### config.mk
export PLATFORM = sky130hd
export DESIGN_NAME = providerSelect
export DESIGN_NICKNAME = d
export VERILOG_FILES = /design/src/source/tageTypesPkg.sv /design/src/source/providerSelect.sv
export VERILOG_INCLUDE_DIRS = /design/src /design/src/source
export SDC_FILE = /design/constraint.sdc
export NUM_CORES = 1
export LEC_CHECK = 0
export ABC_CLOCK_PERIOD_IN_PS = 1900
export BUFFER_PORTS_ARGS = -buffer_cell sky130_fd_sc_hd__buf_4
export CAP_MARGIN = 20
export CORE_MARGIN = 1.5
export CORE_UTILIZATION = 36
export DETAILED_ROUTE_END_ITERATION = 16
export PLACE_DENSITY_LB_ADDON = 0.15
export SLEW_MARGIN = 20
export SYNTH_ARGS = -nofsm -noshare
export SYNTH_HDL_FRONTEND = slang
export SYNTH_SLANG_ARGS = --single-unit
### constraint.sdc
create_clock -name Clk -period 1.9 [get_ports Clk]
set_clock_uncertainty 0.15 [all_clocks]
set_input_delay 0.095 -clock Clk [delete_from_list [all_inputs] [get_ports Clk]]
set_output_delay 0.095 -clock Clk [all_outputs]
set_load 0.1 [all_outputs]
### src/source/tage_settings.svh
`ifndef TAGE_SETTINGS_SVH
`define TAGE_SETTINGS_SVH

// address and history widths
`define TAGE_PC_BITS        32
`define TAGE_GHR_BITS       64
`define TAGE_OFFSET_BITS    5
`define TAGE_TAG_PC_LSB     12

// hash results are this wide, callers keep the low bits
`define TAGE_HASH_BITS      16

// base table
`define TAGE_BASE_IDX_BITS  7
`define TAGE_CTR_BITS       3
`define TAGE_USEFUL_BITS    2
`define TAGE_CTR_RESET      3

// tagged table geometry
`define TAGE_T1_IDX_BITS    7
`define TAGE_T1_TAG_BITS    7
`define TAGE_T1_HIST_LEN    4
`define TAGE_T2_IDX_BITS    8
`define TAGE_T2_TAG_BITS    8
`define TAGE_T2_HIST_LEN    8
`define TAGE_T3_IDX_BITS    8
`define TAGE_T3_TAG_BITS    8
`define TAGE_T3_HIST_LEN    16
`define TAGE_T4_IDX_BITS    7
`define TAGE_T4_TAG_BITS    9
`define TAGE_T4_HIST_LEN    64

`endif
### src/source/tageTypesPkg.sv
`default_nettype none

`include "tage_settings.svh"

package tageTypesPkg;

    // provider id, base first, longest history last
    typedef enum logic [2:0] {
        tableBase,
        tableT1,
        tableT2,
        tableT3,
        tableT4
    } tableIdT;

    // 3-bit saturating direction counter
    typedef logic [`TAGE_CTR_BITS-1:0] ctrT;

    typedef logic [`TAGE_USEFUL_BITS-1:0] usefulT;

    // upper half of the counter range means taken
    function automatic logic ctrTaken(input ctrT ctr);
        return ctr[`TAGE_CTR_BITS-1];
    endfunction

endpackage

`default_nettype wire

### src/source/providerSelect.sv
`default_nettype none

module providerSelect (
    input  logic                  Clk,
    input  logic                  reset,
    input  logic                  s1Valid,
    input  logic                  respReady,
    input  tageTypesPkg::ctrT     baseCounter,
    input  logic                  hit1,
    input  logic                  hit2,
    input  logic                  hit3,
    input  logic                  hit4,
    input  tageTypesPkg::ctrT     counter1,
    input  tageTypesPkg::ctrT     counter2,
    input  tageTypesPkg::ctrT     counter3,
    input  tageTypesPkg::ctrT     counter4,
    input  tageTypesPkg::usefulT  useful1,
    input  tageTypesPkg::usefulT  useful2,
    input  tageTypesPkg::usefulT  useful3,
    input  tageTypesPkg::usefulT  useful4,
    output logic                  stall,
    output logic                  respValid,
    output logic                  respTaken,
    output tageTypesPkg::ctrT     respCounter,
    output tageTypesPkg::tableIdT respProvider,
    output tageTypesPkg::usefulT  respUseful
);

    import tageTypesPkg::*;

    ctrT     selCounter;
    tableIdT selProvider;
    usefulT  selUseful;

    // held response that nobody takes freezes the whole pipe
    assign stall = respValid && !respReady;

    // longest history wins
    always_comb begin
        if (hit4) begin
            selCounter  = counter4;
            selProvider = tableT4;
            selUseful   = useful4;
        end else if (hit3) begin
            selCounter  = counter3;
            selProvider = tableT3;
            selUseful   = useful3;
        end else if (hit2) begin
            selCounter  = counter2;
            selProvider = tableT2;
            selUseful   = useful2;
        end else if (hit1) begin
            selCounter  = counter1;
            selProvider = tableT1;
            selUseful   = useful1;
        end else begin
            selCounter  = baseCounter;
            selProvider = tableBase;
            selUseful   = '0;
        end
    end

    always_ff @(posedge Clk) begin
        if (reset) begin
            respValid <= 1'b0;
        end else if (!stall) begin
            respValid <= s1Valid;
        end
    end

    always_ff @(posedge Clk) begin
        if (!stall && s1Valid) begin
            respCounter  <= selCounter;
            respTaken    <= ctrTaken(selCounter);
            respProvider <= selProvider;
            respUseful   <= selUseful;
        end
    end

endmodule

`default_nettype wire

==> metrics.txt <==
# TYPE chip_impl_metric gauge
chip_impl_info{name="run_status",value="completed"} 1
chip_impl_info{name="most-common-layout-cells",value="42 x buf_4, 8 x edfxtp_1, 6 x nor2_1, 5 x nand2_1, 5 x dlygate4sd3_1"} 1
chip_impl_metric{name="postSynthRegisterBits",unit=""} 9
chip_impl_metric{name="grt_start_max_net_pins",unit=""} 14
chip_impl_metric{name="post_layout_nonfiller_instances",unit=""} 110
chip_impl_metric{name="combined_area_of_the_multi_input_logic_cells",unit="um^2"} 213
chip_impl_metric{name="clk_pin_slew_worst_paths",unit="ns"} 0.06
chip_impl_metric{name="synth_cell_type_count",unit=""} 16
chip_impl_metric{name="global_route.overflow_total",unit=""} 0
chip_impl_metric{name="numClockSinks",unit=""} 9
chip_impl_metric{name="detail_route.drc_violations",unit=""} 0
chip_impl_metric{name="slew_headroom",unit=""} 0.791
chip_impl_metric{name="top_level_ports",unit=""} 42
chip_impl_info{name="timing.setup.critical_path_class",value="flip-flop to flip-flop"} 1
chip_impl_metric{name="ir_drop",unit="mV"} 0.334
chip_impl_info{name="worst_path_most_repeated_cell",value="nor2_1"} 1
chip_impl_metric{name="htreeDepth",unit=""} 1
chip_impl_metric{name="number_of_antenna_violations_at_the_first_check_in_global_routing",unit=""} 0
chip_impl_metric{name="vias",unit=""} 544
chip_impl_metric{name="post-route-period-util",unit=""} 0.728
chip_impl_info{name="critical_path.top_delay_family",value="buffers and inverters"} 1
chip_impl_info{name="setup_repair_after_global_routing_missed_its_margin",value="false"} 1
chip_impl_metric{name="design_power",unit="mW"} 0.626
chip_impl_metric{name="std_cell_rows",unit=""} 13
chip_impl_metric{name="drv_slew",unit=""} 0
chip_impl_metric{name="final_util",unit=""} 0.699
chip_impl_metric{name="vias_in_the_first_global_route",unit=""} 463
chip_impl_metric{name="path_buf_inv",unit=""} 1
chip_impl_metric{name="syn_area_per_cell",unit="um^2"} 10.5
chip_impl_metric{name="cts_made_buffers",unit=""} 3
chip_impl_metric{name="chipHeight",unit="um"} 40.0
chip_impl_metric{name="area.sequential",unit="um^2"} 264
chip_impl_metric{name="worst_pin_slew",unit="ns"} 0.313
chip_impl_metric{name="worst_ep_required_time",unit="ns"} 1.89
chip_impl_metric{name="route.final.wire_length",unit="um"} 1210
chip_impl_metric{name="initial_utilization",unit=""} 0.384
chip_impl_info{name="critical_path.startpoint_type",value="flip-flop"} 1
chip_impl_metric{name="total_die_area",unit="um^2"} 1600
chip_impl_metric{name="synth_fp_nets",unit=""} 78
chip_impl_metric{name="totalNegativeSetupSlack",unit="ns"} 0
chip_impl_metric{name="shortest_clock_period_the_worst_path_allows_after_layout",unit="ns"} 1.38
chip_impl_metric{name="hold_ws",unit="ns"} 0.0497
chip_impl_info{name="worstPathCellList",value="nor2b_4 -> nor2_1 -> nor2_1 -> dlygate4sd3_1"} 1
chip_impl_metric{name="gr-usage-all-layers",unit=""} 0.185
chip_impl_metric{name="cp.arrival",unit="ns"} 1.37
chip_impl_metric{name="finalHoldViolCount",unit=""} 0
chip_impl_info{name="critical_path.slowest_cell",value="dlygate4sd3_1"} 1
chip_impl_metric{name="cpPeakStageDelay",unit="ns"} 0.54
chip_impl_metric{name="wl_per_cell",unit="um"} 11.0
chip_impl_metric{name="grt_pass1_wl",unit="um"} 1860
chip_impl_metric{name="static-leakage-power",unit="nW"} 0.410
chip_impl_metric{name="setup_viol",unit=""} 0
chip_impl_metric{name="source_to_sink_clock_delay_at_the_later_pin_of_the_worst_skew_pair",unit="ns"} 0.25
chip_impl_metric{name="routed_via_density",unit=""} 4.95
chip_impl_metric{name="n_antenna_cell",unit=""} 0
chip_impl_metric{name="die_x",unit="um"} 40.0
chip_impl_metric{name="gpl.final_weighted_congestion",unit=""} 0.696
chip_impl_metric{name="clock.fmax",unit="MHz"} 723
chip_impl_metric{name="port-buffer-count",unit=""} 41
chip_impl_metric{name="power_per_standard_cell_area",unit="nW/um^2"} 697
chip_impl_info{name="hold_path.class",value="primary input to flip-flop"} 1
chip_impl_metric{name="synth-seq-area-share",unit=""} 0.528
chip_impl_metric{name="ctsLongestPathBuffers",unit=""} 2
chip_impl_metric{name="ant_nets",unit=""} 0
chip_impl_metric{name="dp.cells",unit=""} 101
chip_impl_info{name="clock-root-buffer",value="clkbuf_4"} 1
chip_impl_info{name="endpoint_kind",value="flip-flop"} 1
chip_impl_metric{name="number_of_filler_instances_in_the_final_layout",unit=""} 108
chip_impl_metric{name="core_area",unit="um^2"} 1280
chip_impl_metric{name="yosysWarnings",unit=""} 0
chip_impl_metric{name="instance_count_of_the_mapped_netlist",unit=""} 47
chip_impl_info{name="tritoncts",value="built"} 1
chip_impl_metric{name="final_layout_size_suffix_gt1_frac",unit=""} 0.537
chip_impl_info{name="leading_cell_type_in_the_layout_fill_and_taps_excluded",value="buf_4"} 1
chip_impl_metric{name="num-nets-final",unit=""} 127
chip_impl_metric{name="drt_iter0_drc",unit=""} 11
chip_impl_metric{name="layout-area-overhead-vs-synth",unit="%"} 82.2
chip_impl_metric{name="detail_route.first_pass.iterations",unit=""} 4
chip_impl_metric{name="syn_area",unit="um^2"} 493
chip_impl_metric{name="drv.max_cap_violation_count",unit=""} 0
chip_impl_metric{name="path_max_fanout",unit=""} 3
## power breakdown
part | total, mW | switching, mW | internal (mW) | leakage [nW]
combinational | 0.250 | 0.162 | 0.0878 | 0.308
sequential | 0.236 | 0.00370 | 0.233 | 0.0868
clock | 0.140 | 0.0595 | 0.0805 | 0.0150
total | 0.626 | 0.226 | 0.401 | 0.410
## metal layers
metal / global-route usage / part of all wire / wire length [um] / vias up
met3: 0.0611 / 0.12 / 142 / 4
met1: 0.187 / 0.38 / 466 / 235
met2: 0.319 / 0.48 / 586 / 38
met5: 0 / 0 / 0 / -
li1: - / - / - / 267
met4: 0.129 / 0.013 / 16 / 0
## cell type report
type                            instances  share of cell area
Multi-Input combinational cell         32               0.237
Inverter                                3              0.0125
Sequential cell                         9               0.294
Clock buffer                            4              0.0292
Timing Repair Buffer                   47               0.407
Tap cell                               15              0.0209
## sequential cells by signal, indices dropped and copies added (netlist names)
name          flops
respValid         1
respProvider      3
respTaken         1
respUseful        2
respCounter       2
## cell families after synthesis
| logic type | count (synthesis) | synth area share |
|---|---|---|
| DFF | 9 | 0.528 |
| and+or+nand+nor | 19 | 0.198 |
| AOI/OAI and AO/OA | 10 | 0.150 |
| buffers and inverters | 6 | 0.0558 |
| muxes | 3 | 0.0685 |
## final timing paths
kind / startpoint / to / slack, ns / cells after the start
worst max register to register: respValid / respValid / 0.52 / 4
worst min-delay path: counter4[0] / respCounter[0] / 0.05 / 3
worst max-delay path: respValid / respValid / 0.52 / 4
worst min register to register: respValid / respCounter[1] / 0.72 / 3
## worst register-to-register path, delay by kind of cell, from the launching register on
family                 cells  cell delay [ns]
buffers and inverters      1             0.54
flip-flops                 1             0.33
AND/OR/NAND/NOR            3             0.24
## synthesized netlist by cell type
| cell | n | area, um^2 |
|---|---|---|
| a32oi_1 | 3 | 26.3 |
| a221oi_1 | 2 | 17.5 |
| a21oi_1 | 3 | 15.0 |
| nand3b_1 | 3 | 22.5 |
| nor2_1 | 6 | 22.5 |
| nand2_1 | 5 | 18.8 |
| inv_1 | 3 | 11.3 |
| mux2_2 | 3 | 33.8 |
| buf_2 | 1 | 5.00 |
| clkbuf_1 | 1 | 3.75 |
| edfxtp_1 | 8 | 240 |
| buf_4 | 1 | 7.51 |
| nor2b_1 | 4 | 25.0 |
| dfxtp_1 | 1 | 20.0 |
| o31ai_1 | 2 | 15.0 |
| nor2b_2 | 1 | 8.76 |
## through the flow
| stage | instance area (um^2) | setup WS [ns] |
|---|---|---|
| final | 898 | 0.517 |
| after detailed placement | 822 | 0.723 |
| after floorplan | 504 | 0.0316 |
| after global placement | 822 | 0.745 |
| after CTS | 898 | 0.511 |
| after global routing | 898 | 0.461 |
## what timing repair did
| action | in CTS | in global routing |
|---|---|---|
| setup buffers | 0 | 0 |
| hold buffers | 5 | 0 |
| endpoints found under the hold margin | 4 | 0 |
| gates resized for setup | 0 | 0 |
No activity file was read; power rests on OpenSTA's default activity.
