File: src/source/tage_settings.svh
`ifndef TAGE_SETTINGS_SVH
`define TAGE_SETTINGS_SVH

// address and history widths
`define TAGE_PC_BITS        32
`define TAGE_GHR_BITS       64
`define TAGE_OFFSET_BITS    5
`define TAGE_TAG_PC_LSB     12

// hash results are this wide, callers keep the low bits
`define TAGE_HASH_BITS      16

// base table
`define TAGE_BASE_IDX_BITS  7
`define TAGE_CTR_BITS       3
`define TAGE_USEFUL_BITS    2
`define TAGE_CTR_RESET      3

// tagged table geometry
`define TAGE_T1_IDX_BITS    7
`define TAGE_T1_TAG_BITS    7
`define TAGE_T1_HIST_LEN    4
`define TAGE_T2_IDX_BITS    8
`define TAGE_T2_TAG_BITS    8
`define TAGE_T2_HIST_LEN    8
`define TAGE_T3_IDX_BITS    8
`define TAGE_T3_TAG_BITS    8
`define TAGE_T3_HIST_LEN    16
`define TAGE_T4_IDX_BITS    7
`define TAGE_T4_TAG_BITS    9
`define TAGE_T4_HIST_LEN    64

`endif
File: src/source/tageHashPkg.sv
`default_nettype none

`include "tage_settings.svh"

package tageHashPkg;

    // xor of width-sized chunks from bit 0, last chunk zero padded
    function automatic logic [`TAGE_HASH_BITS-1:0] foldBits(
        input logic [`TAGE_GHR_BITS-1:0] value,
        input int                        valueBits,
        input int                        width
    );
        logic [`TAGE_HASH_BITS-1:0] folded;
        folded = '0;
        for (int i = 0; i < `TAGE_GHR_BITS; i++) begin
            if (i < valueBits) begin
                folded[i % width] = folded[i % width] ^ value[i];
            end
        end
        return folded;
    endfunction

    function automatic logic [`TAGE_HASH_BITS-1:0] tableIndex(
        input logic [`TAGE_PC_BITS-1:0]  pc,
        input logic [`TAGE_GHR_BITS-1:0] hist,
        input int                        idxBits,
        input int                        histLen
    );
        logic [`TAGE_GHR_BITS-1:0] pcBits;
        pcBits = `TAGE_GHR_BITS'(pc >> `TAGE_OFFSET_BITS);
        // a single chunk, so this is just the low idxBits of the pc
        return foldBits(pcBits, idxBits, idxBits) ^ foldBits(hist, histLen, idxBits);
    endfunction

    function automatic logic [`TAGE_HASH_BITS-1:0] tableTag(
        input logic [`TAGE_PC_BITS-1:0]  pc,
        input logic [`TAGE_GHR_BITS-1:0] hist,
        input int                        tagBits,
        input int                        histLen
    );
        logic [`TAGE_GHR_BITS-1:0] pcBits;
        pcBits = `TAGE_GHR_BITS'(pc >> `TAGE_TAG_PC_LSB);
        return foldBits(pcBits, `TAGE_PC_BITS - `TAGE_TAG_PC_LSB, tagBits)
            ^ foldBits(hist, histLen, tagBits);
    endfunction

endpackage

`default_nettype wire

File: src/source/tageTypesPkg.sv
`default_nettype none

`include "tage_settings.svh"

package tageTypesPkg;

    // provider id, base first, longest history last
    typedef enum logic [2:0] {
        tableBase,
        tableT1,
        tableT2,
        tableT3,
        tableT4
    } tableIdT;

    // 3-bit saturating direction counter
    typedef logic [`TAGE_CTR_BITS-1:0] ctrT;

    typedef logic [`TAGE_USEFUL_BITS-1:0] usefulT;

    // upper half of the counter range means taken
    function automatic logic ctrTaken(input ctrT ctr);
        return ctr[`TAGE_CTR_BITS-1];
    endfunction

endpackage

`default_nettype wire

File: src/source/taggedTable.sv
`default_nettype none

`include "tage_settings.svh"

module taggedTable #(
    parameter tageTypesPkg::tableIdT tableNum = tageTypesPkg::tableT1,
    parameter int                    idxBits  = 7,
    parameter int                    tagBits  = 7,
    parameter int                    histLen  = 4
) (
    input  logic                      Clk,
    input  logic                      reset,
    input  logic                      lookupEn,
    input  logic                      stall,
    input  logic [`TAGE_PC_BITS-1:0]  reqPc,
    input  logic [`TAGE_GHR_BITS-1:0] lookupHist,
    input  logic                      updValid,
    input  tageTypesPkg::tableIdT     updTable,
    input  logic [`TAGE_PC_BITS-1:0]  updPc,
    input  logic [`TAGE_GHR_BITS-1:0] updHist,
    input  tageTypesPkg::ctrT         updCounter,
    input  tageTypesPkg::usefulT      updUseful,
    output logic                      hit,
    output tageTypesPkg::ctrT         counter,
    output tageTypesPkg::usefulT      useful
);

    import tageTypesPkg::*;
    import tageHashPkg::*;

    localparam int entries = 1 << idxBits;

    logic               entryValid  [entries];
    logic [tagBits-1:0] entryTag    [entries];
    ctrT                entryCtr    [entries];
    usefulT             entryUseful [entries];

    logic [`TAGE_HASH_BITS-1:0] readIdxHash;
    logic [`TAGE_HASH_BITS-1:0] readTagHash;
    logic [`TAGE_HASH_BITS-1:0] writeIdxHash;
    logic [`TAGE_HASH_BITS-1:0] writeTagHash;
    logic [idxBits-1:0]         readIdx;
    logic [tagBits-1:0]         readTag;
    logic [idxBits-1:0]         writeIdx;
    logic [tagBits-1:0]         writeTag;
    logic                       writeEn;
    logic                       capture;

    // lookup side hashes the live history, update side the one it carries
    assign readIdxHash  = tableIndex(reqPc, lookupHist, idxBits, histLen);
    assign readTagHash  = tableTag(reqPc, lookupHist, tagBits, histLen);
    assign writeIdxHash = tableIndex(updPc, updHist, idxBits, histLen);
    assign writeTagHash = tableTag(updPc, updHist, tagBits, histLen);

    assign readIdx  = readIdxHash[idxBits-1:0];
    assign readTag  = readTagHash[tagBits-1:0];
    assign writeIdx = writeIdxHash[idxBits-1:0];
    assign writeTag = writeTagHash[tagBits-1:0];

    assign writeEn = updValid && (updTable == tableNum);
    assign capture = lookupEn && !stall;

    always_ff @(posedge Clk) begin
        if (reset) begin
            for (int i = 0; i < entries; i++) begin
                entryValid[i] <= 1'b0;
            end
        end else if (writeEn) begin
            entryValid[writeIdx] <= 1'b1;
        end
    end

    always_ff @(posedge Clk) begin
        if (writeEn) begin
            entryTag[writeIdx]    <= writeTag;
            entryCtr[writeIdx]    <= updCounter;
            entryUseful[writeIdx] <= updUseful;
        end
    end

    // stage 1 result
    always_ff @(posedge Clk) begin
        if (reset) begin
            hit <= 1'b0;
        end else if (capture) begin
            hit <= entryValid[readIdx] && (entryTag[readIdx] == readTag);
        end
    end

    always_ff @(posedge Clk) begin
        if (capture) begin
            counter <= entryCtr[readIdx];
            useful  <= entryUseful[readIdx];
        end
    end

endmodule

`default_nettype wire

File: config.mk
export PLATFORM = sky130hd
export DESIGN_NAME = taggedTable
export DESIGN_NICKNAME = d
export VERILOG_FILES = /design/src/source/tageHashPkg.sv /design/src/source/tageTypesPkg.sv /design/src/source/taggedTable.sv
export VERILOG_INCLUDE_DIRS = /design/src /design/src/source
export SDC_FILE = /design/constraint.sdc
export NUM_CORES = 2
export LEC_CHECK = 0
export BUFFER_PORTS_ARGS = -buffer_cell sky130_fd_sc_hd__buf_2
export CAP_MARGIN = 40
export CORE_ASPECT_RATIO = 1.25
export CORE_MARGIN = 2
export CORE_UTILIZATION = 36
export CTS_BUF_LIST = sky130_fd_sc_hd__clkbuf_4 sky130_fd_sc_hd__clkbuf_8 sky130_fd_sc_hd__clkbuf_16
export DETAILED_ROUTE_END_ITERATION = 16
export GPL_ROUTABILITY_DRIVEN = 0
export PLACE_DENSITY = 0.5
export REMOVE_ABC_BUFFERS = 1
export SYNTH_ARGS = -nofsm -noshare
export SYNTH_HDL_FRONTEND = slang
export SYNTH_SLANG_ARGS = --single-unit
export TNS_END_PERCENT = 5
File: constraint.sdc
create_clock -name Clk -period 7.6 [get_ports Clk]
set_input_delay 1.14 -clock Clk [delete_from_list [all_inputs] [get_ports Clk]]
set_output_delay 1.14 -clock Clk [all_outputs]
set_load 0.01 [all_outputs]
==> results.yml <==
synth:
  synth_area_um2: 64900
  async_flop_share_pct: 0
  synth_edf_count: 1541
  synth_area_per_cell_um2: 19.2
  synth_top_area_share_pct: 71.3
  ys_types: 59
  synth_warnings: 0
  synth_seq_area_share_pct: 75.3
  synth_area_leaders: "edfxtp_1 (71%), mux4_2 (11%), dfxtp_1 (4.0%), mux4_1 (2.8%), nor2_1 (2.5%)"
  yosysTopAreaCell: "edfxtp_1"
  synthCells: 3376
  ys_ff_latch: 1670
  ys.flop_type: "edfxtp_1"
floorplan:
  die_w_um: 384
  initial_core_util_pct: 36.1
  die_height_um: 479
  core-area_um2: 180000
  num_rows: 174
  io_pins: 211
  die_area_um2: 184000
sta:
  slew_viol_final: 0
  period_minus_slack_ns: 4.82
  post-route-period-util_pct: 63.4
  skew_ns: 0.0146
  tns_ns: 0
  rsz0062_at_grt: "no"
  relSlewSlack_pct: 39.7
  holdWs_ns: 0.465
  fin_ws_ns: 2.78
  finalHoldViolCount: 0
  tightest_slew_ns: 0.905
  setup_viol: 0
  max_freq_mhz: 207
route:
  wl_per_cell_um: 29.6
  drc: 0
  num_vias: 33500
  vias_per_cell: 5.41
  drtAntennaViolNets: 0
  first_pass_iters: 5
  drt_iter0_markers: 3428
  drt_wl_total_mm: 183
clocking:
  clk_pin_slew_worst_paths_ns: 0.07
  numCtsBuffers: 162
  ctsRootBufferMaster: "clkbuf_16"
  cts_setup_buffers: 0
  cts_max_level: 4
  insertion_delay_ns: 0.80
  postCtsHoldBufs: 0
  cts_tree: "built"
  post_cts_resized: 0
  clockBufferDepth: 3
  cts.sinks: 1670
setup_path:
  end_kind: "flop"
  crit_arrival_ns: 5.53
  cp_max_fo: 66
  required_ns: 8.31
  r2r_setup_slack_ns: 4.00
  crit_chain: "buf_2 -> xor2_4 -> buf_4 -> buf_12 -> mux4_1 -> a22oi_1 -> and3_1 -> nand3_1 -> and4_1 -> and3_1 -> nor4b_1 -> nand4_1 -> o32ai_2"
  critPathLaunchType: "input port"
  reg2regPathDepth: 9
  slowest_stage: "xor2_4"
  slowest_delay_ns: 0.63
  worst_path_most_repeated_cell: "and3_1"
  criticalPathCategory: "input port to flop"
placement:
  pre_cts_ws_ns: 1.99
  hpwl_mm: 115
  portBuffers: 80
global_route:
  antenna_found_initial: 7
  grt_usage_pct: 20.0
  overflow: 0
  grt_pass1_vias: 33700
  grt_max_degree: 82
  grt_pass1_wl_mm: 259
power_and_ir_drop:
  power_mw: 20.4
  ir_drop_uv: 205
  p_leak_nw: 24.1
  powerDensity_nw_per_um2: 270
finish:
  drive_above_1_share_pct: 26.7
  fillers: 15900
  area_growth_pct: 16.2
  final_core_util_pct: 42.0
  fin_nets: 3877
  layout_commonest_cell: "edfxtp_1"
  final_cell_mix: "edfxtp_1 (1541), nor2_1 (355), mux4_2 (329)"
min_path:
  min_path_type: "flop to flop"
  holdPathStages: 2
outcome:
  status: "complete, no violations"
job:
  maxCapViolations: 0
routing by layer:
layer	GRT usage (%)	wire [um]	up-vias
li1	-	-	14200
met1	26.7	75800	18000
met2	33.4	91200	1068
met3	3.14	10700	254
met4	6.54	5440	0
met5	0	0	-
critical path, delay by kind of cell:
family                    cells  cell delay (ns)
AOI/OAI and AO/OA             2             0.51
xor gates and xnor gates      1             0.63
buffers and inverters         3             1.02
muxes                         1             0.37
and+or+nand+nor               6             1.78
power by group:
part | internal, mW | total [mW] | switching [mW]
logic | 0.628 | 1.89 | 1.26
registers | 10.2 | 10.2 | 0.00707
clock network | 4.74 | 8.26 | 3.52
total | 15.6 | 20.4 | 4.79
stage by stage:
stage	cells	cell area [um^2]
floorplan	3201	63800
global placement	5808	68800
detailed placement	5883	69900
CTS	6186	75400
global route	6188	75400
finish	6192	75400
cell type report:
type / count / area, um^2 / area share [%]
clock inverters: 87 / 821 / 1.09
multi-input cells: 1529 / 15300 / 20.3
diodes: 5 / 12.5 / 0.0166
well taps: 2376 / 2970 / 3.94
repair buffers: 307 / 2800 / 3.71
inverters: 2 / 7.51 / 0.00995
clock buffers: 216 / 4650 / 6.17
flip-flops and latches: 1670 / 48900 / 64.8
path summary, 6_finish.rpt:
check	startpoint	endpoint
setup / recovery	lookupHist[1]	hit$_SDFFE_PP0P_
hold / removal	entryValid[20]$_DFF_P_	entryValid[20]$_DFF_P_
setup reg to reg	entryTag[0][1]$_DFFE_PP_	hit$_SDFFE_PP0P_
hold reg to reg	entryValid[20]$_DFF_P_	entryValid[20]$_DFF_P_
synthesized netlist by cell type, types with 5 or more instances:
cell and instances:
edfxtp_1 1541, nor2_1 426, mux4_2 329, nand2_1 270
dfxtp_1 129, nand3_1 99, clkbuf_1 73, mux4_1 69
xnor2_1 39, a21oi_1 38, buf_2 37, a31oi_1 33
mux2i_1 32, a22oi_1 25, buf_1 24, nand4_1 24
xor2_1 15, clkbuf_8 14, a32oi_1 13, o21ai_0 13
a22o_1 12, o2111ai_1 11, buf_6 9, o211ai_1 9
buf_12 8, a221oi_1 7, mux2_2 7, o22ai_1 7
a211oi_1 6, buf_8 6, a21o_1 5, and3_1 5
state kept, by name, indices dropped and copies added (netlist names):
register and cells:
hit 1, useful 2, counter 3, entryCtr 384, entryUseful 256, entryTag 896
entryValid 128
cell families (layout without fill, tap and decap cells):
kind of cell / after synthesis / after routing / share of synthesized area, %
buffers and inverters: 177 / 612 / 1.74
XOR/XNOR: 55 / 55 / 0.771
AND/OR/NAND/NOR: 845 / 845 / 5.31
multiplexers: 437 / 437 / 14.8
other: 0 / 5 / 0
flip-flops: 1670 / 1670 / 75.3
AO/OA/AOI/OAI: 192 / 192 / 2.09
No activity file was read; power rests on OpenSTA's default activity.
