<file path="config.mk">
export PLATFORM = sky130hd
export DESIGN_NAME = requestStage
export DESIGN_NICKNAME = d
export VERILOG_FILES = /design/src/source/requestStage.sv
export VERILOG_INCLUDE_DIRS = /design/src /design/src/source
export SDC_FILE = /design/constraint.sdc
export NUM_CORES = 1
export LEC_CHECK = 0
export ABC_AREA = 0
export BUFFER_PORTS_ARGS = -buffer_cell sky130_fd_sc_hd__buf_4
export CAP_MARGIN = 20
export CORE_ASPECT_RATIO = 1.25
export CORE_MARGIN = 4
export CORE_UTILIZATION = 30
export CTS_CLUSTER_DIAMETER = 120
export DETAILED_ROUTE_END_ITERATION = 6
export PLACE_DENSITY_LB_ADDON = 0.1
export SYNTH_ARGS = -nofsm -noshare
export SYNTH_HDL_FRONTEND = slang
export SYNTH_SLANG_ARGS = --single-unit
</file>
<file path="constraint.sdc">
create_clock -name Clk -period 0.8 [get_ports Clk]
set_input_delay 0 -clock Clk [delete_from_list [all_inputs] [get_ports Clk]]
set_output_delay 0 -clock Clk [all_outputs]
set_load 0.05 [all_outputs]
</file>
<file path="src/source/tage_settings.svh">
`ifndef TAGE_SETTINGS_SVH
`define TAGE_SETTINGS_SVH

// address and history widths
`define TAGE_PC_BITS        32
`define TAGE_GHR_BITS       64
`define TAGE_OFFSET_BITS    5
`define TAGE_TAG_PC_LSB     12

// hash results are this wide, callers keep the low bits
`define TAGE_HASH_BITS      16

// base table
`define TAGE_BASE_IDX_BITS  7
`define TAGE_CTR_BITS       3
`define TAGE_USEFUL_BITS    2
`define TAGE_CTR_RESET      3

// tagged table geometry
`define TAGE_T1_IDX_BITS    7
`define TAGE_T1_TAG_BITS    7
`define TAGE_T1_HIST_LEN    4
`define TAGE_T2_IDX_BITS    8
`define TAGE_T2_TAG_BITS    8
`define TAGE_T2_HIST_LEN    8
`define TAGE_T3_IDX_BITS    8
`define TAGE_T3_TAG_BITS    8
`define TAGE_T3_HIST_LEN    16
`define TAGE_T4_IDX_BITS    7
`define TAGE_T4_TAG_BITS    9
`define TAGE_T4_HIST_LEN    64

`endif
</file>
<file path="src/source/requestStage.sv">
`default_nettype none

`include "tage_settings.svh"

module requestStage (
    input  logic                      Clk,
    input  logic                      reset,
    input  logic                      reqValid,
    output logic                      reqReady,
    input  logic                      updValid,
    input  logic                      updTaken,
    input  logic                      stall,
    output logic                      lookupEn,
    output logic [`TAGE_GHR_BITS-1:0] lookupHist,
    output logic                      s1Valid
);

    // bit 0 holds the newest resolved outcome
    logic [`TAGE_GHR_BITS-1:0] ghr;

    assign reqReady   = !stall;
    assign lookupEn   = reqValid && reqReady;
    // lookups see the history before this edge's shift
    assign lookupHist = ghr;

    always_ff @(posedge Clk) begin
        if (reset) begin
            ghr <= '0;
        end else if (updValid) begin
            ghr <= {ghr[`TAGE_GHR_BITS-2:0], updTaken};
        end
    end

    // stage 1 occupancy, frozen while the response is held
    always_ff @(posedge Clk) begin
        if (reset) begin
            s1Valid <= 1'b0;
        end else if (!stall) begin
            s1Valid <= lookupEn;
        end
    end

endmodule

`default_nettype wire

</file>
==> results of run 1 <==
## flip-flops by register name, summed over array words and instances, names as in the netlist
name	flops
s1Valid	1
lookupHist	64
## worst min-delay path by stage
stage                          end  depth (start not counted)  slack, ps
finish               lookupHist[2]                          4        180
detailed placement         s1Valid                          3        250
floorplan                  s1Valid                          2        140
global placement     lookupHist[0]                          3        240
CTS                  lookupHist[1]                          4        160
global route        lookupHist[27]                          4        200
## timing repair
action                                  4_1_cts  5_1_grt
pin swaps                                     0        8
hold buffers                                  4        0
setup buffers                                57        2
endpoints found under the setup margin       65       95
resized for setup                           190       17
gates cloned                                  0        1
hold endpoints to repair                      8        0
## tightest hold or removal path, delay by kind of cell
kind | cells | cell delay [ps]
muxes | 1 | 80
buffers and inverters | 2 | 320
and+or+nand+nor | 1 | 70
## placed cells by master, fill, tap and decap left out
| cell type | count |
|---|---|
| clkinv_4 | 1 |
| buf_12 | 5 |
| nor2_1 | 65 |
| inv_1 | 1 |
| dlygate4sd3_1 | 4 |
| dfxtp_4 | 10 |
| buf_6 | 13 |
| clkbuf_1 | 2 |
| clkbuf_16 | 1 |
| buf_8 | 65 |
| mux2i_1 | 65 |
| clkinv_2 | 1 |
| dfxtp_2 | 55 |
| buf_4 | 57 |
| clkbuf_8 | 10 |
| nor2b_1 | 1 |
| clkinvlp_4 | 2 |
## kinds of logic (layout without fill, tap and decap cells)
group,after synthesis,after routing
mux,65,65
simple gates,66,66
buf+inv,15,162
flops,65,65
## cell type report
class / instances / area share [%]
clock buffer: 12 / 3.362
clock inverter: 4 / 0.6667
inverter: 1 / 0.08696
multi-input combinational: 131 / 20.87
sequential: 65 / 32.61
tap: 92 / 2.667
timing repair buffer: 145 / 39.74
## metal layers
| layer | wire length [um] | up-vias | GRT usage, % |
|---|---|---|---|
| met5 | 0 | - | 0 |
| met4 | 105 | 0 | 6.682 |
| met3 | 351 | 9 | 3.613 |
| met2 | 2751 | 49 | 20.25 |
| met1 | 2430 | 916 | 14.96 |
| li1 | - | 984 | - |
## synthesized netlist by cell type
| library cell | number |
|---|---|
| dfxtp_1 | 65 |
| clkbuf_1 | 1 |
| mux2i_1 | 65 |
| buf_8 | 6 |
| buf_6 | 1 |
| nor2b_1 | 1 |
| buf_2 | 6 |
| nor2_1 | 65 |
| inv_1 | 1 |
## power by group
| group | internal [uW] | total [uW] | switching (uW) | leakage (uW) |
|---|---|---|---|---|
| Combinational | 209 | 430 | 221 | 0.00140 |
| Clock | 1210 | 2450 | 1240 | 0.0000826 |
| Sequential | 3210 | 3220 | 8.84 | 0.000560 |
## through the flow
stage	instances	hold slack [ps]	utilization, %	instance area (um^2)
after floorplan	211	143.8	-	2355
after global placement	370	238.4	40.13	3005
after detailed placement	370	253.1	40.13	3005
after CTS	447	161.6	56.32	4218
after global routing	450	203.1	57.64	4317
final	450	175.1	57.64	4317
==> results.json, run 1 <==
{
  "worstPathMaxFanout": 2,
  "fin_crit_sh_pct": 106.1,
  "synth_compound_area_share_pct": 0,
  "die_w_um": 87.01,
  "reg2reg_slack_ps": 20,
  "fmax_ghz": 1.178,
  "vias": 1958,
  "syn_inst": 211,
  "synth_area_leaders": "dfxtp_1, mux2i_1, nor2_1",
  "critPathKind": "reg -> out",
  "synth_top_area_cell": "dfxtp_1",
  "holdCritStartpoint": "updValid",
  "clk_pin_slew_ps": 80,
  "start_util_pct": 31.26,
  "grt_pass1_vias": 2048,
  "dr.pass1.iters": 3,
  "yosys_warnings": 0,
  "final.fill_count": 653,
  "pre_cts_slack_ps": 61.30,
  "ant_nets": 0,
  "slew_violations": 0,
  "drt_iter0_drc": 34,
  "status": "complete, but fails checks",
  "tns_ps": -1622,
  "routed_wl_mm": 5.639,
  "cp.depth": 1,
  "placement.io_buffers": 72,
  "num-nets-final": 359,
  "worst_path_largest_cell_delay_ps": 370,
  "grt_max_degree": 30,
  "setup_viol": 65,
  "fin_ws_ps": -48.56,
  "r2r_start": "lookupHist[8]",
  "dp_hpwl_mm": 3.349,
  "gp_congestion": 0.6513,
  "power.total_uw": 6103,
  "grt_overflow": 0,
  "numCtsBuffers": 9,
  "period_needed_ps": 848.6,
  "cp_data_required_time_ps": 800,
  "cts_tree": "built",
  "clock_latency_ps": 330,
  "drc": 0,
  "core_mm2": 0.007488,
  "syn_area_mm2": 0.002341,
  "yosys.area_share.xor_xnor_pct": 0,
  "layout-drive-gt1-share_pct": 61.45,
  "synthMuxAreaShare_pct": 27.79,
  "clkSinkCount": 65,
  "avgRoutedWirePerCell_um": 12.53,
  "critPathBufInv": 1,
  "dieArea_mm2": 0.009290,
  "reg2reg_depth": 3,
  "critPathLaunch": "lookupHist[49]",
  "area_delta_synth_final_pct": 84.39,
  "synth_cell_types": 9,
  "leakagePower_uw": 0.002044,
  "failed_checks": "setup timing",
  "crit_chain": "buf_8",
  "yosys.area_share.simple_pct": 10.69,
  "htree_levels": 3,
  "yosys_register_bits": 65,
  "crit_path_end_kind": "primary output",
  "ir_drop_mv": 0.9296,
  "start_kind": "flip-flop",
  "skew_ps": 9.002,
  "synthAdderAreaFrac_pct": 0,
  "root_buffer": "clkbuf_8",
  "clockBufferDepth": 2,
  "rows": 35,
  "seq_area_frac_synth_pct": 55.59,
  "io_pins": 73,
  "syn_nets": 217,
  "grt_antenna_before_repair": 0,
  "crit_slowest_cell": "dfxtp_4",
  "grt_pass1_wl_mm": 9.321,
  "via_per_inst": 4.351,
  "cap_violations": 0,
  "synth_top_family_by_area": "multiplexers",
  "power_density_mw_per_mm2": 1414,
  "crit_end": "lookupHist[49]",
  "avgSynthCellArea_um2": 11.09,
  "synth_top_area_share_pct": 55.59,
  "final-seq-area_mm2": 0.001408,
  "grt_util_all_layers_pct": 12.60,
  "die_h_um": 106.8,
  "worst_slew_margin_rel_pct": 90.53,
  "worst_ep_arrival_time_ps": 850,
  "path_delay_family": "flip-flops",
  "timing.hold.worst.class": "in -> reg",
  "hold_violations": 0,
  "antennaDiodeCount": 0,
  "multi_input_area_um2": 900.9,
  "rr_endpoint": "lookupHist[9]",
  "max_slew.worst_pin.slew_ps": 138.1,
  "rsz0062_at_grt": "true"
}
(Power assumes the default switching activity.)
==> run 2, diff against run 1 <==
--- a/config.mk
+++ b/config.mk
@@ -14,7 +14,7 @@
 export CORE_UTILIZATION = 30
 export CTS_CLUSTER_DIAMETER = 120
 export DETAILED_ROUTE_END_ITERATION = 6
-export PLACE_DENSITY_LB_ADDON = 0.1
+export GPL_TIMING_DRIVEN = 0
 export SYNTH_ARGS = -nofsm -noshare
 export SYNTH_HDL_FRONTEND = slang
 export SYNTH_SLANG_ARGS = --single-unit
==> constraint.sdc (replaced) <==
create_clock -name Clk -period 1.02 [get_ports Clk]
set_input_delay 0 -clock Clk [delete_from_list [all_inputs] [get_ports Clk]]
set_output_delay 0 -clock Clk [all_outputs]
set_load 0.05 [all_outputs]
==> run 2 against run 1 <==
The run now ends clean. Die area stayed put. Sequential share of layout area up 7.4 points. Via count fell by 13%.
==> results.json, run 2 (synthesized netlist as in run 1, its figures left out) <==
{
  "final_common_cell": "buf_4",
  "skew_ps": 6.968,
  "start_util_pct": 31.26,
  "status": "completed",
  "worst_ep_arrival_time_ps": 980,
  "worst_slew_margin_rel_pct": 72.92,
  "slew_violations": 0,
  "start_kind": "primary input",
  "hold_violations": 0,
  "numCtsBuffers": 9,
  "grt-busiest-layer": "met2",
  "power.total_uw": 5239,
  "grt_antenna_before_repair": 0,
  "rsz0062_at_grt": "false",
  "max_slew.worst_pin.slew_ps": 406.2,
  "timing.hold.ws_ps": 34.19,
  "gp_congestion": 0.6361,
  "ant_nets": 0,
  "drc": 0,
  "most-common-layout-cells": "buf_4, mux2i_1, nor2_1, dfxtp_1, clkbuf_8",
  "dp_hpwl_mm": 3.303,
  "clkSinkCount": 65,
  "crit_path_end_kind": "primary output",
  "place_inst": 373,
  "placement.io_buffers": 70,
  "ir_drop_mv": 0.9637,
  "critPathKind": "in -> out",
  "dieArea_mm2": 0.009290,
  "timing.hold.worst.class": "in -> reg",
  "crit_slowest_cell": "dlygate4sd3_1",
  "grt_pass1_wl_mm": 7.845,
  "leakagePower_uw": 0.001582,
  "rows": 35,
  "fin_crit_sh_pct": 96.06,
  "dr.pass1.iters": 4,
  "die_h_um": 106.8,
  "met3_usage_pct": 3.997,
  "avgRoutedWirePerCell_um": 12.04,
  "grt_util_all_layers_pct": 10.75,
  "grt_pass1_vias": 1666,
  "grt_max_degree": 12,
  "root_buffer": "clkbuf_8",
  "num-nets-final": 302,
  "drt_iter0_drc": 50,
  "grtUsageMet2_pct": 16.50,
  "setup_viol": 0,
  "clockBufferDepth": 2,
  "power_density_mw_per_mm2": 1612,
  "clock_latency_ps": 330,
  "area_delta_synth_final_pct": 38.80,
  "fmax_ghz": 1.021,
  "via_per_inst": 4.359,
  "clk_pin_slew_ps": 70,
  "htree_levels": 3,
  "period_needed_ps": 979.8,
  "met1_usage_pct": 12.61,
  "layout-drive-gt1-share_pct": 32.56,
  "die_w_um": 87.01,
  "final_core_util_pct": 43.39,
  "final_cells": 393,
  "worst_path_largest_cell_delay_ps": 540,
  "antennaDiodeCount": 0,
  "cts_tree": "built",
  "cp_data_required_time_ps": 1020,
  "cap_violations": 0,
  "crit_chain": "dlygate4sd3_1 > buf_4 > nor2b_2 > buf_6",
  "vias": 1713,
  "largest_register_ff_count": 64,
  "core_mm2": 0.007488,
  "io_pins": 73,
  "routed_wl_mm": 4.733,
  "worstPathMaxFanout": 3,
  "tns_ps": 0,
  "grt_overflow": 0,
  "post_cts_buffers": 0
}
run 2: cell types whose count changed in the layout (fill, tap and decap cells not counted), moves of 2 or more:
cell,before,now
buf_6,13,2
buf_2,0,6
dfxtp_1,0,65
buf_12,5,0
bufinv_16,0,2
dfxtp_4,10,0
buf_8,65,6
dfxtp_2,55,0
buf_4,57,69
run 2: through the flow:
step                      setup slack [ps]  instance area, um^2
after detailed placement             253.3                 2982
after floorplan                      109.3                 2341
after global placement               281.4                 2982
after CTS                            18.22                 3243
after global routing                 11.58                 3249
final                                40.16                 3249
run 2: final timing paths:
| check | depth (start not counted) | slack, ps | startpoint | end |
|---|---|---|---|---|
| worst max-delay path | 4 | 40 | stall | lookupEn |
| worst max register to register | 2 | 380 | lookupHist[58] | lookupHist[59] |
| worst min-delay path | 2 | 30 | reset | lookupHist[4] |
| worst min register to register | 2 | 500 | s1Valid | s1Valid |
run 2: power breakdown:
| part | internal, uW | switching [uW] | total, uW |
|---|---|---|---|
| Clock | 1450 | 946 | 2400 |
| Combinational | 129 | 165 | 294 |
| Sequential | 2540 | 4.78 | 2550 |
| Total | 4120 | 1120 | 5240 |
run 2: what timing repair did:
| action | 4_1_cts | 5_1_grt |
|---|---|---|
| endpoints found under the setup margin | 0 | 1 |
| hold endpoints to repair | 5 | 0 |
| gates resized for setup | 0 | 2 |
| hold buffers | 4 | 0 |
run 2: metal layers:
layer  routed length (um)  vias to the layer above
met5                    0                        -
met4                   46                        0
met3                  359                        5
met2                 2309                       55
met1                 2017                      785
li1                     -                      868
run 2: layout make-up:
cell class,instances,area (um^2)
fill,733,4239
sequential,65,1301
multi-input combinational,131,903.4
timing repair buffer,74,569.3
clock buffer,12,145.1
buffer,14,135.1
tap,92,115.1
clock inverter,4,76.32
inverter,1,3.754
run 2: critical path: cells and delay by family:
kind | cells | cell delay [ps]
AND/OR/NAND/NOR | 1 | 120
buffers and inverters | 3 | 860
==> run 3, diff against run 2 <==
--- a/config.mk
+++ b/config.mk
@@ -15,6 +15,7 @@
 export CTS_CLUSTER_DIAMETER = 120
 export DETAILED_ROUTE_END_ITERATION = 6
 export GPL_TIMING_DRIVEN = 0
+export RECOVER_POWER = 100
 export SYNTH_ARGS = -nofsm -noshare
 export SYNTH_HDL_FRONTEND = slang
 export SYNTH_SLANG_ARGS = --single-unit
==> run 3 against run 2 <==
Core utilization shrank 0.12 points. Final area shrank 0.27%. Setup slack lost 4.9 ps. Largest power group unchanged. Clock skew is essentially flat.
==> results.json, run 3 (synthesized netlist as in run 1, its figures left out) <==
{
  "worst_slew_margin_rel_pct": 72.75,
  "dr_wl_met2_mm": 2.306,
  "gp_congestion": 0.6361,
  "period_needed_ps": 984.7,
  "timing.hold.ws_ps": 35.53,
  "r2r_start": "lookupHist[58]",
  "max_slew.worst_pin.slew_ps": 408.7,
  "clk_pin_slew_ps": 70,
  "antennaDiodeCount": 0,
  "critPathKind": "in -> out",
  "worst_ep_arrival_time_ps": 980,
  "place_area_mm2": 0.002982,
  "start_kind": "primary input",
  "grt_pass1_vias": 1666,
  "crit_path_end_kind": "primary output",
  "grt_util_all_layers_pct": 10.75,
  "power.total_uw": 5238,
  "rr_endpoint": "lookupHist[59]",
  "grt_antenna_before_repair": 0,
  "worstPathMaxFanout": 3,
  "start_util_pct": 31.26,
  "numCtsBuffers": 9,
  "io_pins": 73,
  "power_density_mw_per_mm2": 1616,
  "slew_violations": 0,
  "reg2reg_slack_ps": 380,
  "setup_viol": 0,
  "drt-met1-wl_mm": 1.993,
  "via_per_inst": 4.356,
  "holdCritStartpoint": "reset",
  "area_delta_synth_final_pct": 38.43,
  "timing.hold.worst.class": "in -> reg",
  "die_h_um": 106.8,
  "multi_input_area_um2": 903.4,
  "final-seq-area_mm2": 0.001301,
  "leakagePower_uw": 0.001551,
  "top_layer": "met4",
  "cap_violations": 0,
  "status": "completed",
  "dr.pass1.iters": 4,
  "clock_latency_ps": 330,
  "cp_data_required_time_ps": 1020,
  "route.met3.wl_um": 360,
  "dp_hpwl_mm": 3.303,
  "routed_wl_mm": 4.707,
  "num-nets-final": 302,
  "layout-drive-gt1-share_pct": 32.23,
  "htree_levels": 3,
  "most-common-layout-cells": "mux2i_1, nor2_1, dfxtp_1, clkbuf_4, buf_4",
  "drt_iter0_drc": 50,
  "clockBufferDepth": 2,
  "fin_area_mm2": 0.003241,
  "grt_pass1_wl_mm": 7.845,
  "vias": 1712,
  "core_mm2": 0.007488,
  "placement.io_buffers": 70,
  "largest_register_ff_count": 64,
  "holdPathStages": 2,
  "ant_nets": 0,
  "skew_ps": 6.903,
  "whs_endpoint": "lookupHist[4]",
  "hold_violations": 0,
  "fmax_ghz": 1.016,
  "dieArea_mm2": 0.009290,
  "cts_tree": "built",
  "clkSinkCount": 65,
  "fin_crit_sh_pct": 96.54,
  "ir_drop_mv": 0.9637,
  "die_w_um": 87.01,
  "reg2reg_depth": 2,
  "grt_overflow": 0,
  "rows": 35,
  "root_buffer": "clkbuf_8",
  "final.fill_count": 733,
  "drc": 0,
  "grt_max_degree": 12,
  "avgRoutedWirePerCell_um": 11.98
}
==> run 3: what timing repair did <==
action	CTS	global route
endpoints found under the setup margin	0	1
buffers inserted	0	0
hold buffers	4	0
resized for setup	0	2
hold endpoints to repair	5	0
==> run 3: area by class of cell <==
| type | instances | area share [%] |
|---|---|---|
| clock inverter | 4 | 2.355 |
| tap | 92 | 3.552 |
| buffer | 14 | 4.170 |
| timing repair buffer | 74 | 17.30 |
| inverter | 1 | 0.1158 |
| multi-input combinational | 131 | 27.88 |
| clock buffer | 12 | 4.479 |
| sequential | 65 | 40.15 |
==> run 3: metrics by stage <==
step | setup WS (ps) | TNS (ps) | util [%] | instances
floorplan | 109.3 | 0 | - | 211
global placement | 281.4 | 0 | 39.82 | 373
detailed placement | 253.3 | 0 | 39.82 | 373
CTS | 18.22 | 0 | 43.31 | 393
global route | -2.895 | -2.895 | 43.27 | 393
finish | 35.27 | 0 | 43.27 | 393
==> run 3: power breakdown <==
part	internal (uW)	switching, uW	leakage, uW	total (uW)
Clock	1450	949	0.000107	2400
Combinational	125	165	0.000921	291
Sequential	2540	4.53	0.000524	2550
==> run 3: how the worst max path moves through the flow <==
stage,startpoint,to,cells past startpoint
after floorplan,lookupHist[9],lookupHist[10],2
after global placement,updValid,lookupHist[10],4
after detailed placement,updValid,lookupHist[4],4
after CTS,stall,lookupEn,4
after global routing,stall,lookupEn,4
final,stall,lookupEn,4
==> run 3: critical path, cell delays in order <==
cell,delay [ps]
dlygate4sd3_1,530
clkbuf_1,140
nor2b_2,140
buf_6,170
==> run 3: routing by layer <==
layer | vias to the layer above | GRT usage (%)
met3 | 5 | 3.997
li1 | 867 | -
met5 | - | 0
met4 | 0 | 6.347
met1 | 789 | 12.61
met2 | 51 | 16.50
